### src/design/bus_panel_defs.svh
`ifndef BUS_PANEL_DEFS_SVH
`define BUS_PANEL_DEFS_SVH

// bus geometry
`define BUS_DW          32
`define BUS_SLOTS       8
`define BACKED_SLOTS    6
`define WORDS_PER_SLOT  4

// top address nibble of each 256 MB window
`define WIN_BASE_0      4'h0
`define WIN_BASE_1      4'h1
`define WIN_BASE_2      4'h2
`define WIN_BASE_3      4'h3
`define WIN_BASE_4      4'h4
`define WIN_BASE_5      4'hA    // moved up from 0x5
`define WIN_BASE_6      4'h6
`define WIN_BASE_7      4'h7

// status panel
`define PAGE_COUNT      16
`define LED_WIDTH       8

`define PAGE_PAT_9      8'h0F
`define PAGE_PAT_10     8'hF0
`define PAGE_PAT_11     8'h0F
`define PAGE_PAT_12     8'hAA
`define PAGE_PAT_13     8'h55
`define PAGE_PAT_14     8'hF0
`define PAGE_PAT_15     8'h0F

`endif

### src/design/bus_panel_pkg.sv
`include "bus_panel_defs.svh"

package bus_panel_pkg;

    // field view of a bus address
    typedef struct packed {
        logic [3:0]  window;     // selects the slave window
        logic [23:0] offset_hi;  // don't care
        logic [1:0]  word;       // word inside a backed slot
        logic [1:0]  byte_sel;   // don't care, word access only
    } bus_addr_fields_t;

    // same word read raw or by fields
    typedef union packed {
        logic [`BUS_DW-1:0] raw;
        bus_addr_fields_t   fld;
    } bus_addr_u;

    typedef logic [2:0] slot_t;
    typedef logic [1:0] word_t;
    typedef logic [3:0] page_t;

    // one access in flight at a time
    typedef enum logic [1:0] {
        IDLE,
        ACCESS,
        RESP
    } bus_state_e;

endpackage

### src/design/addr_decoder.sv
`include "bus_panel_defs.svh"

module addr_decoder import bus_panel_pkg::*; (
    input  bus_addr_u addr,
    output logic      hit,
    output slot_t     slot,
    output logic      backed
);

    // window table, index is the slot number
    localparam logic [3:0] win_base [`BUS_SLOTS] = '{
        `WIN_BASE_0,
        `WIN_BASE_1,
        `WIN_BASE_2,
        `WIN_BASE_3,
        `WIN_BASE_4,
        `WIN_BASE_5,
        `WIN_BASE_6,
        `WIN_BASE_7
    };

    always_comb begin
        hit  = 1'b0;
        slot = '0;  // also the answer on a miss
        for (int i = 0; i < `BUS_SLOTS; i++) begin
            if (!hit && (addr.fld.window == win_base[i])) begin
                hit  = 1'b1;
                slot = slot_t'(i);
            end
        end
    end

    // low slots live in the register bank, the rest are default slaves
    assign backed = hit && (slot < slot_t'(`BACKED_SLOTS));

endmodule

### src/design/bus_ctrl.sv
`include "bus_panel_defs.svh"

module bus_ctrl import bus_panel_pkg::*; (
    input  logic               clk,
    input  logic               rst_n,
    input  logic               req_valid,
    output logic               req_ready,
    input  logic               req_write,
    input  logic [`BUS_DW-1:0] req_addr,
    input  logic [`BUS_DW-1:0] req_wdata,
    output logic               resp_valid,
    input  logic               resp_ready,
    output logic [`BUS_DW-1:0] resp_rdata,
    output logic               resp_err,
    output bus_addr_u          dec_addr,
    input  logic               hit,
    input  slot_t              slot,
    input  logic               backed,
    output logic               bank_wr,
    output logic               bank_rd,
    output slot_t              bank_slot,
    output word_t              bank_word,
    output logic [`BUS_DW-1:0] bank_wdata,
    input  logic [`BUS_DW-1:0] bank_rdata,
    output logic               access_done,
    output slot_t              done_slot,
    output logic               done_err
);

    bus_state_e         state;
    bus_state_e         state_nxt;
    logic               accept;
    logic               write_q;
    logic               hit_q;
    logic               backed_q;
    slot_t              slot_q;
    word_t              word_q;
    logic [`BUS_DW-1:0] wdata_q;

    assign dec_addr  = req_addr;
    assign req_ready = (state == IDLE);
    assign accept    = req_valid && req_ready;

    always_comb begin
        state_nxt = state;
        case (state)
            IDLE: begin
                if (accept)
                    state_nxt = ACCESS;
            end
            ACCESS: state_nxt = RESP;  // bank acts on this edge
            RESP: begin
                if (resp_ready)
                    state_nxt = IDLE;
            end
            default: state_nxt = IDLE;
        endcase
    end

    always_ff @(posedge clk or negedge rst_n) begin
        if (!rst_n) begin
            state       <= IDLE;
            write_q     <= 1'b0;
            hit_q       <= 1'b0;
            backed_q    <= 1'b0;
            access_done <= 1'b0;
        end else begin
            state       <= state_nxt;
            access_done <= (state == ACCESS);  // pulse alongside resp_valid rise
            if (accept) begin
                write_q  <= req_write;
                hit_q    <= hit;
                backed_q <= backed;
            end
        end
    end

    // request payload, only meaningful after acceptance
    always_ff @(posedge clk) begin
        if (accept) begin
            slot_q  <= slot;
            word_q  <= dec_addr.fld.word;
            wdata_q <= req_wdata;
        end
    end

    // only register backed hits touch the bank
    assign bank_wr    = (state == ACCESS) && backed_q && write_q;
    assign bank_rd    = (state == ACCESS) && backed_q && !write_q;
    assign bank_slot  = slot_q;
    assign bank_word  = word_q;
    assign bank_wdata = wdata_q;

    assign resp_valid = (state == RESP);
    assign resp_rdata = (backed_q && !write_q) ? bank_rdata : '0;  // default slaves read 0
    assign resp_err   = !hit_q;

    assign done_slot = slot_q;
    assign done_err  = !hit_q;

endmodule

### src/design/bus_panel_top.sv
`include "bus_panel_defs.svh"

module bus_panel_top import bus_panel_pkg::*; (
    input  logic                  clk,
    input  logic                  rst_n,
    input  logic                  req_valid,
    output logic                  req_ready,
    input  logic                  req_write,
    input  logic [`BUS_DW-1:0]    req_addr,
    input  logic [`BUS_DW-1:0]    req_wdata,
    output logic                  resp_valid,
    input  logic                  resp_ready,
    output logic [`BUS_DW-1:0]    resp_rdata,
    output logic                  resp_err,
    input  logic                  btn_up,
    input  logic                  btn_down,
    output logic [`LED_WIDTH-1:0] led8,
    output logic [3:0]            led4
);

    bus_addr_u          dec_addr;
    logic               hit;
    slot_t              slot;
    logic               backed;
    logic               bank_wr;
    logic               bank_rd;
    slot_t              bank_slot;
    word_t              bank_word;
    logic [`BUS_DW-1:0] bank_wdata;
    logic [`BUS_DW-1:0] bank_rdata;
    logic               access_done;
    slot_t              done_slot;
    logic               done_err;

    bus_ctrl u_bus_ctrl (
        .clk         (clk),
        .rst_n       (rst_n),
        .req_valid   (req_valid),
        .req_ready   (req_ready),
        .req_write   (req_write),
        .req_addr    (req_addr),
        .req_wdata   (req_wdata),
        .resp_valid  (resp_valid),
        .resp_ready  (resp_ready),
        .resp_rdata  (resp_rdata),
        .resp_err    (resp_err),
        .dec_addr    (dec_addr),
        .hit         (hit),
        .slot        (slot),
        .backed      (backed),
        .bank_wr     (bank_wr),
        .bank_rd     (bank_rd),
        .bank_slot   (bank_slot),
        .bank_word   (bank_word),
        .bank_wdata  (bank_wdata),
        .bank_rdata  (bank_rdata),
        .access_done (access_done),
        .done_slot   (done_slot),
        .done_err    (done_err)
    );

    addr_decoder u_addr_decoder (
        .addr   (dec_addr),
        .hit    (hit),
        .slot   (slot),
        .backed (backed)
    );

    reg_bank u_reg_bank (
        .clk   (clk),
        .rst_n (rst_n),
        .wr    (bank_wr),
        .rd    (bank_rd),
        .slot  (bank_slot),
        .word  (bank_word),
        .wdata (bank_wdata),
        .rdata (bank_rdata)
    );

    status_panel u_status_panel (
        .clk         (clk),
        .rst_n       (rst_n),
        .access_done (access_done),
        .done_slot   (done_slot),
        .done_err    (done_err),
        .btn_up      (btn_up),
        .btn_down    (btn_down),
        .led8        (led8),
        .led4        (led4)
    );

endmodule

### src/design/reg_bank.sv
`include "bus_panel_defs.svh"

module reg_bank import bus_panel_pkg::*; (
    input  logic               clk,
    input  logic               rst_n,
    input  logic               wr,
    input  logic               rd,
    input  slot_t              slot,
    input  word_t              word,
    input  logic [`BUS_DW-1:0] wdata,
    output logic [`BUS_DW-1:0] rdata
);

    localparam int depth = `BACKED_SLOTS * `WORDS_PER_SLOT;

    logic [`BUS_DW-1:0] mem [depth];
    logic [4:0]         idx;

    // flat word index
    assign idx = 5'(slot) * 5'(`WORDS_PER_SLOT) + 5'(word);

    always_ff @(posedge clk or negedge rst_n) begin
        if (!rst_n) begin
            for (int i = 0; i < depth; i++) begin
                mem[i] <= '0;
            end
            rdata <= '0;
        end else begin
            if (wr)
                mem[idx] <= wdata;
            if (rd)
                rdata <= mem[idx];  // one edge of read latency
        end
    end

endmodule

### src/design/status_panel.sv
`include "bus_panel_defs.svh"

module status_panel import bus_panel_pkg::*; (
    input  logic                  clk,
    input  logic                  rst_n,
    input  logic                  access_done,
    input  slot_t                 done_slot,
    input  logic                  done_err,
    input  logic                  btn_up,
    input  logic                  btn_down,
    output logic [`LED_WIDTH-1:0] led8,
    output page_t                 led4
);

    logic [`LED_WIDTH-1:0] slot_cnt [`BUS_SLOTS];
    logic [`LED_WIDTH-1:0] err_cnt;
    logic [`LED_WIDTH-1:0] page_byte [`PAGE_COUNT];
    logic [2:0]            up_sync;
    logic [2:0]            down_sync;
    logic                  up_rise;
    logic                  down_rise;
    page_t                 page;

    // access statistics, all counters wrap
    always_ff @(posedge clk or negedge rst_n) begin
        if (!rst_n) begin
            for (int i = 0; i < `BUS_SLOTS; i++) begin
                slot_cnt[i] <= '0;
            end
            err_cnt <= '0;
        end else if (access_done) begin
            if (done_err)
                err_cnt <= err_cnt + 1'b1;
            else
                slot_cnt[done_slot] <= slot_cnt[done_slot] + 1'b1;
        end
    end

    // two sync flops plus one for the edge
    always_ff @(posedge clk or negedge rst_n) begin
        if (!rst_n) begin
            up_sync   <= '0;
            down_sync <= '0;
        end else begin
            up_sync   <= {up_sync[1:0], btn_up};
            down_sync <= {down_sync[1:0], btn_down};
        end
    end

    assign up_rise   = up_sync[1] && !up_sync[2];
    assign down_rise = down_sync[1] && !down_sync[2];

    always_ff @(posedge clk or negedge rst_n) begin
        if (!rst_n) begin
            page <= '0;
        end else begin
            case ({up_rise, down_rise})
                2'b10:   page <= page + 1'b1;  // wraps at 16
                2'b01:   page <= page - 1'b1;
                default: page <= page;         // both or neither
            endcase
        end
    end

    always_comb begin
        for (int i = 0; i < `BUS_SLOTS; i++) begin
            page_byte[i] = slot_cnt[i];
        end
        page_byte[8]  = err_cnt;
        page_byte[9]  = `PAGE_PAT_9;
        page_byte[10] = `PAGE_PAT_10;
        page_byte[11] = `PAGE_PAT_11;
        page_byte[12] = `PAGE_PAT_12;
        page_byte[13] = `PAGE_PAT_13;
        page_byte[14] = `PAGE_PAT_14;
        page_byte[15] = `PAGE_PAT_15;
    end

    // LEDs are active low
    assign led8 = ~page_byte[page];
    assign led4 = page;

endmodule

### config.mk
export PLATFORM = sky130hd
export DESIGN_NAME = bus_panel_top
export DESIGN_NICKNAME = d
export VERILOG_FILES = /design/src/design/bus_panel_pkg.sv /design/src/design/addr_decoder.sv /design/src/design/bus_ctrl.sv /design/src/design/bus_panel_top.sv /design/src/design/reg_bank.sv /design/src/design/status_panel.sv
export VERILOG_INCLUDE_DIRS = /design/src /design/src/design
export SDC_FILE = /design/constraint.sdc
export NUM_CORES = 1
export LEC_CHECK = 0
export ABC_AREA = 1
export BUFFER_PORTS_ARGS = -buffer_cell sky130_fd_sc_hd__clkbuf_2
export CAP_MARGIN = 15
export CORE_MARGIN = 2
export CORE_UTILIZATION = 62
export CTS_CLUSTER_SIZE = 30
export DETAILED_ROUTE_END_ITERATION = 7
export PLACE_DENSITY = 0.83
export SLEW_MARGIN = 10
export SYNTH_ARGS = -nofsm -noshare
export SYNTH_HDL_FRONTEND = slang
export SYNTH_HIERARCHICAL = 1
export SYNTH_SLANG_ARGS = --single-unit
### constraint.sdc
create_clock -name clk -period 4.4 [get_ports clk]
set_clock_uncertainty 0.2 [all_clocks]
set_input_delay 0.22 -clock clk [delete_from_list [all_inputs] [get_ports clk]]
set_output_delay 0.22 -clock clk [all_outputs]
set_load 0.01 [all_outputs]
Yosys cells after proc, flatten, opt, wreduce, memory -nomap -nowiden
Index checks and enable logic that the tools add are counted.
{"block": "totals", "regBits": 925, "inputBits": 71, "elab_cells": 143}
{"block": "op_classes", "addsub": 5, "order_cmp": 6, "n_eq_ne": 13, "n_mux": 35, "bitwise": 5, "n_reduce_logical": 34}
{"op": "$bwmux 768", "count": 1}
{"op": "$bmux 32 s5", "count": 1}
{"op": "$demux 32 s5", "count": 1}
{"op": "$mux 32", "count": 4}
{"op": "$bwmux 64", "count": 1}
{"op": "$mux 8", "count": 5}
{"op": "$bmux 8 s4", "count": 1}
{"op": "$bmux 8 s3", "count": 1}
{"op": "$demux 8 s3", "count": 1}
{"op": "$logic_and 1x1->1", "count": 17}
{"op": "$add 8x1->8 const B", "count": 2}
{"op": "$eq 4x3->1 const B", "count": 3}
{"op": "$mux 3", "count": 4}
{"op": "$logic_not 1->1", "count": 11}
{"op": "$mux 1", "count": 9}
{"op": "$eq 4x2->1 const B", "count": 2}
{"op": "$mux 2", "count": 4}
{"op": "$not 8->8", "count": 1}
{"op": "$pmux 4 s2", "count": 1}
{"op": "$ge 6x6->1 const B", "count": 1}
{"op": "$lt 6x1->1 const B", "count": 1}
{"op": "$not 5->6", "count": 1}
{"op": "$pmux 2 s3", "count": 1}
{"op": "$reduce_and 2->1", "count": 3}
{"op": "other kinds (19)", "count": 21}

Logic depth before layout (Yosys ltp)
{"block": "depth", "word_depth": 25, "depth_mapped": 16, "mapped_depth_nobuf": 13}

By module
Netlist, hierarchy kept.
{"mod": "reg_bank", "n_inst": 1, "cells_per_inst": 4853, "area_each_um2": 36590.1}
{"mod": "status_panel", "n_inst": 1, "cells_per_inst": 629, "area_each_um2": 4665.7}
{"mod": "bus_ctrl", "n_inst": 1, "cells_per_inst": 172, "area_each_um2": 1996.9}
{"mod": "addr_decoder", "n_inst": 1, "cells_per_inst": 19, "area_each_um2": 97.6}

Worst setup path before layout
OpenSTA, ideal clock, no wires.
{"block": "synth_timing", "path_type": "reg2reg", "from": "register u_bus_ctrl.slot_q[1] (netlist: u_bus_ctrl/bank_slot[1])", "to": "register u_status_panel.slot_cnt, in the netlist u_status_panel/page_byte[78]", "setup_time_ps": 118, "arrival_ps": 1904, "required_ps": 4082, "slack_ps": 2178, "stages_incl_launch_ff": 15, "path_buffers": 3, "period_less_slack_ps": 2222, "path_cell_list": "edfxtp_1 -> buf_4 -> buf_6 -> nor2_1 -> nand3_1 -> nand2_1 -> inv_1 -> nand2_1 -> buf_4 -> ha_1 -> nand2_2 -> nor2_4 -> nand3_2 -> nand3_1 -> nand2_1"}
{"block": "synth_via", "elab_chain_cells": 6, "elab_cells_between_ends": 11, "classes_between": "add/sub: 1; order compare: 2; mux: 6; bitwise: 1; reduce/logical: 1"}
{"item": "start, declared", "line_no": "bus_ctrl.sv:36", "rtl": "slot_t slot_q;"}
{"item": "start signal, assigned", "line_no": "bus_ctrl.sv:81", "rtl": "slot_q <= slot;"}
{"item": "$not 3->4 (implied by the code) (*)", "line_no": "status_panel.sv:35", "rtl": "slot_cnt[done_slot] <= slot_cnt[done_slot] + 1'b1;"}
{"item": "$bmux 8 s3, or another cell as far along", "line_no": "status_panel.sv:35"}
{"item": "$mux 8 (implied by the code) / $logic_and 1x1->1 (equally long branches)", "line_no": "status_panel.sv:35"}
{"item": "$mux 8 (implied by the code)", "line_no": "status_panel.sv:35"}
{"item": "$add 8x1->8 / $demux 8 s3 (equally long branches)", "line_no": "status_panel.sv:35"}
{"item": "$bwmux 64 (*)", "line_no": "status_panel.sv:35"}
{"item": "end signal, assigned by index", "line_no": "status_panel.sv:35"}
{"item": "end, declared", "line_no": "status_panel.sv:15", "rtl": "logic [`LED_WIDTH-1:0] slot_cnt [`BUS_SLOTS];"}
Every way passes the cells marked *; elsewhere a longest branch is shown, timed or not. The select of a mux whose other input is x is not followed.
A chain may end at the register's enable or synchronous reset.

Worst setup path in the final report
{"block": "layout_timing", "from": "register u_status_panel.page[1] (netlist: u_status_panel/led4[1])", "to": "output led8[0]"}
{"block": "layout_via", "elab_chain_cells": 5}
{"item": "start, declared", "line_no": "status_panel.sv:22", "rtl": "page_t page;"}
{"item": "start signal, assigned", "line_no": "status_panel.sv:58", "rtl": "2'b10: page <= page + 1'b1;"}
{"item": "start signal, assigned", "line_no": "status_panel.sv:59", "rtl": "2'b01: page <= page - 1'b1;"}
{"item": "start signal, assigned", "line_no": "status_panel.sv:60", "rtl": "default: page <= page;"}
{"item": "$not 4->5 (implied by the code)", "line_no": "status_panel.sv:80", "rtl": "assign led8 = ~page_byte[page];"}
{"item": "$bmux 8 s4", "line_no": "status_panel.sv:80"}
{"item": "$mux 8 (implied by the code) (2 in series)", "line_no": "status_panel.sv:80"}
{"item": "$not 8->8", "line_no": "status_panel.sv:80"}
{"item": "end, declared", "line_no": "bus_panel_top.sv:17", "rtl": "output logic [`LED_WIDTH-1:0] led8,"}
No other way between the ends. The select of a mux whose other input is x is not followed.

==> results by group <==
Floorplanning
  – Core region area: 68700 µm²
  – Die Span X: 268 µm
  – Die Y-Extent: 268 µm
  – Initial core utilization: 0.628
  – I/O Pins: 118
  – Die area: 71700 µm²
  – FP Rows: 96

Power
  – Leakage Power: 24.3 nW
  – Pwr/cell area: 499 nW/µm²
  – Maximum vdd ir drop: 0.373 mV
  – Tot Pwr: 0.0238 W

Logic synthesis
  – Mapped cell area: 43100 µm²
  – Syn nets: 5721
  – Syn avg cell area: 7.64 µm²
  – YS warnings: 6
  – Cells after Synth: 5645

Worst setup path
  – Cells along the critical path: inv_1, nand2_1, o22ai_1, o311ai_0, nand2_1, clkbuf_2
  – Critical Path End Type: primary output
  – Most common cell on crit path: nand2_1
  – Worst path slowest cell: o311ai_0
  – Crit-path max FO: 17
  – Reg-to-reg slack, setup: 1.03 ns
  – Worst Path Required: 3.98 ns
  – Buffers plus inverters on the worst setup path: 2
  – RR Startpoint: u_bus_ctrl/state[1]
  – Critical Path Start Type: flip-flop
  – CP peak stage delay: 0.73 ns
  – Crit Path Category: flip-flop to primary output
  – Reg2reg end: u_reg_bank/mem[46]
  – Data arrival, critical path: 3.14 ns
  – Worst R2R Path Depth: 9
  – Top delay family on crit path: compound AO/OA/AOI/OAI gates

Final layout
  – Final nets: 5650
  – Proportion of layout cells with a drive suffix above 1: 0.0792
  – ANT cells: 0
  – Most common cell after layout, fill and taps aside: nand2_1
  – Syn-to-layout area delta: 10.7%
  – Leading cell types in the layout, fill and taps excluded: 2716 x nand2_1, 888 x dfrtp_1, 627 x o21ai_0, 325 x nor2_1, 171 x a21oi_1

Detailed routing
  – DRC: 0
  – DRT antenna net count: 0
  – 1st-pass router iterations: 7
  – Total number of vias: 37700
  – Drt via density: 5.73
  – Drt initial violations: 4539
  – Routed len/inst: 18.2 µm
  – Post-Route WL: 120000 µm

Run
  – Max-cap viol count: 0

Global route
  – GR Util met2: 0.532
  – Vias in the first global route: 35600
  – Overflow after GRT: 0
  – Grt met3 use: 0.0610
  – Met1 usage: 0.466
  – Pin count of the biggest net entering global routing: 186
  – GRT Total Usage: 0.341
  – Grt peak-use layer: met2
  – Initial antenna violation count: 1
  – First-pass GRT wire length: 192000 µm

Clock tree
  – CTS tree: done
  – CTS H-Tree Depth: 3
  – CTS Sinks: 925
  – CTS Buf Count: 97
  – Root buf cell: clkbuf_16
  – Clk slew on worst S/H paths: 0.06 ns
  – Post-CTS Setup Inserts: 0
  – Bufs on Longest Clock Path: 3
  – Worst skew pair latency: 0.65 ns

Timing
  – Worst-margin pin slew: 1.12 ns
  – Slew margin rel.: 0.249
  – RSZ-0062 raised after global routing: no
  – Final number of setup-violating endpoints: 0
  – Final Hold Viols: 0
  – Slew Viols, Final: 0
  – Sum Neg Setup Slack: 0 ns
  – WHS: 0.0221 ns
  – Fmax: 281 MHz
  – Minimum clock period: 3.56 ns
  – Final Cycle Share: 0.809

Placement
  – Port Buf Inserts: 91
  – DP HPWL: 65500 µm
  – GP Congestion: 0.938

Status
  – Outcome: finished clean

Worst hold path
  – Hold Path Class: input pin to asynchronous set/reset pin
[stage by stage]
step           area [µm²]  cells  utilization  worst slack [ns]
2_1_floorplan       43100   5645            -              2.18
3_3_place_gp        43900   6354        0.640              1.20
3_5_place_dp        43900   6354        0.640              1.11
4_1_cts             47700   6585        0.695              1.09
5_1_grt             47700   6585        0.695             0.860
6_report            47700   6585        0.695             0.843
[routing by layer]
metal | up-vias | share of wire
li1 | 17600 | -
met4 | 0 | 0.052
met2 | 2009 | 0.45
met3 | 428 | 0.098
met1 | 17700 | 0.40
met5 | - | 0
[report_power, final]
group / total, W / internal [W] / leakage (nW) / switching (W)
clock network: 0.00832 / 0.00496 / 1.62 / 0.00336
logic: 0.00504 / 0.00140 / 10.1 / 0.00364
registers: 0.0105 / 0.00970 / 12.6 / 0.000788
[sequential cells by signal, summed over array words and instances (netlist names), 2 cells and up]
name,cells
u_bus_ctrl/bank_slot,3
u_bus_ctrl/bank_wdata,32
u_bus_ctrl/bank_word,2
u_bus_ctrl/state,2
u_reg_bank/mem,768
u_reg_bank/rdata,32
u_status_panel/down_sync,3
u_status_panel/err_cnt,8
u_status_panel/led4,4
u_status_panel/page_byte,64
u_status_panel/up_sync,3
[worst max path at each step]
stage	startpoint	to	slack, ns	cells after the start
finish	u_status_panel/led4[1]	led8[0]	0.84	6
global route	u_bus_ctrl/state[1]	u_reg_bank/mem[48]	0.86	9
floorplan	u_bus_ctrl/bank_slot[1]	u_status_panel/page_byte[78]	2.18	14
detailed placement	u_bus_ctrl/state[1]	u_reg_bank/mem[46]	1.11	9
global placement	u_bus_ctrl/bank_slot[2]	u_reg_bank/mem[746]	1.20	5
CTS	u_status_panel/led4[1]	led8[0]	1.09	6
[area by class of cell]
type                            count  area (µm²)
Inverter                          161         617
Multi-Input combinational cell   4169       17600
Sequential cell                   925       23300
Clock inverter                     25         272
Tap cell                          931        1160
Clock buffer                      154        3010
Fill cell                        5369       21000
Timing Repair Buffer              220        1790
[what timing repair did]
item | CTS | global route
gates resized for setup | 0 | 0
hold buffers | 52 | 0
hold endpoints to repair | 122 | 0
No activity file was read; power rests on OpenSTA's default activity.
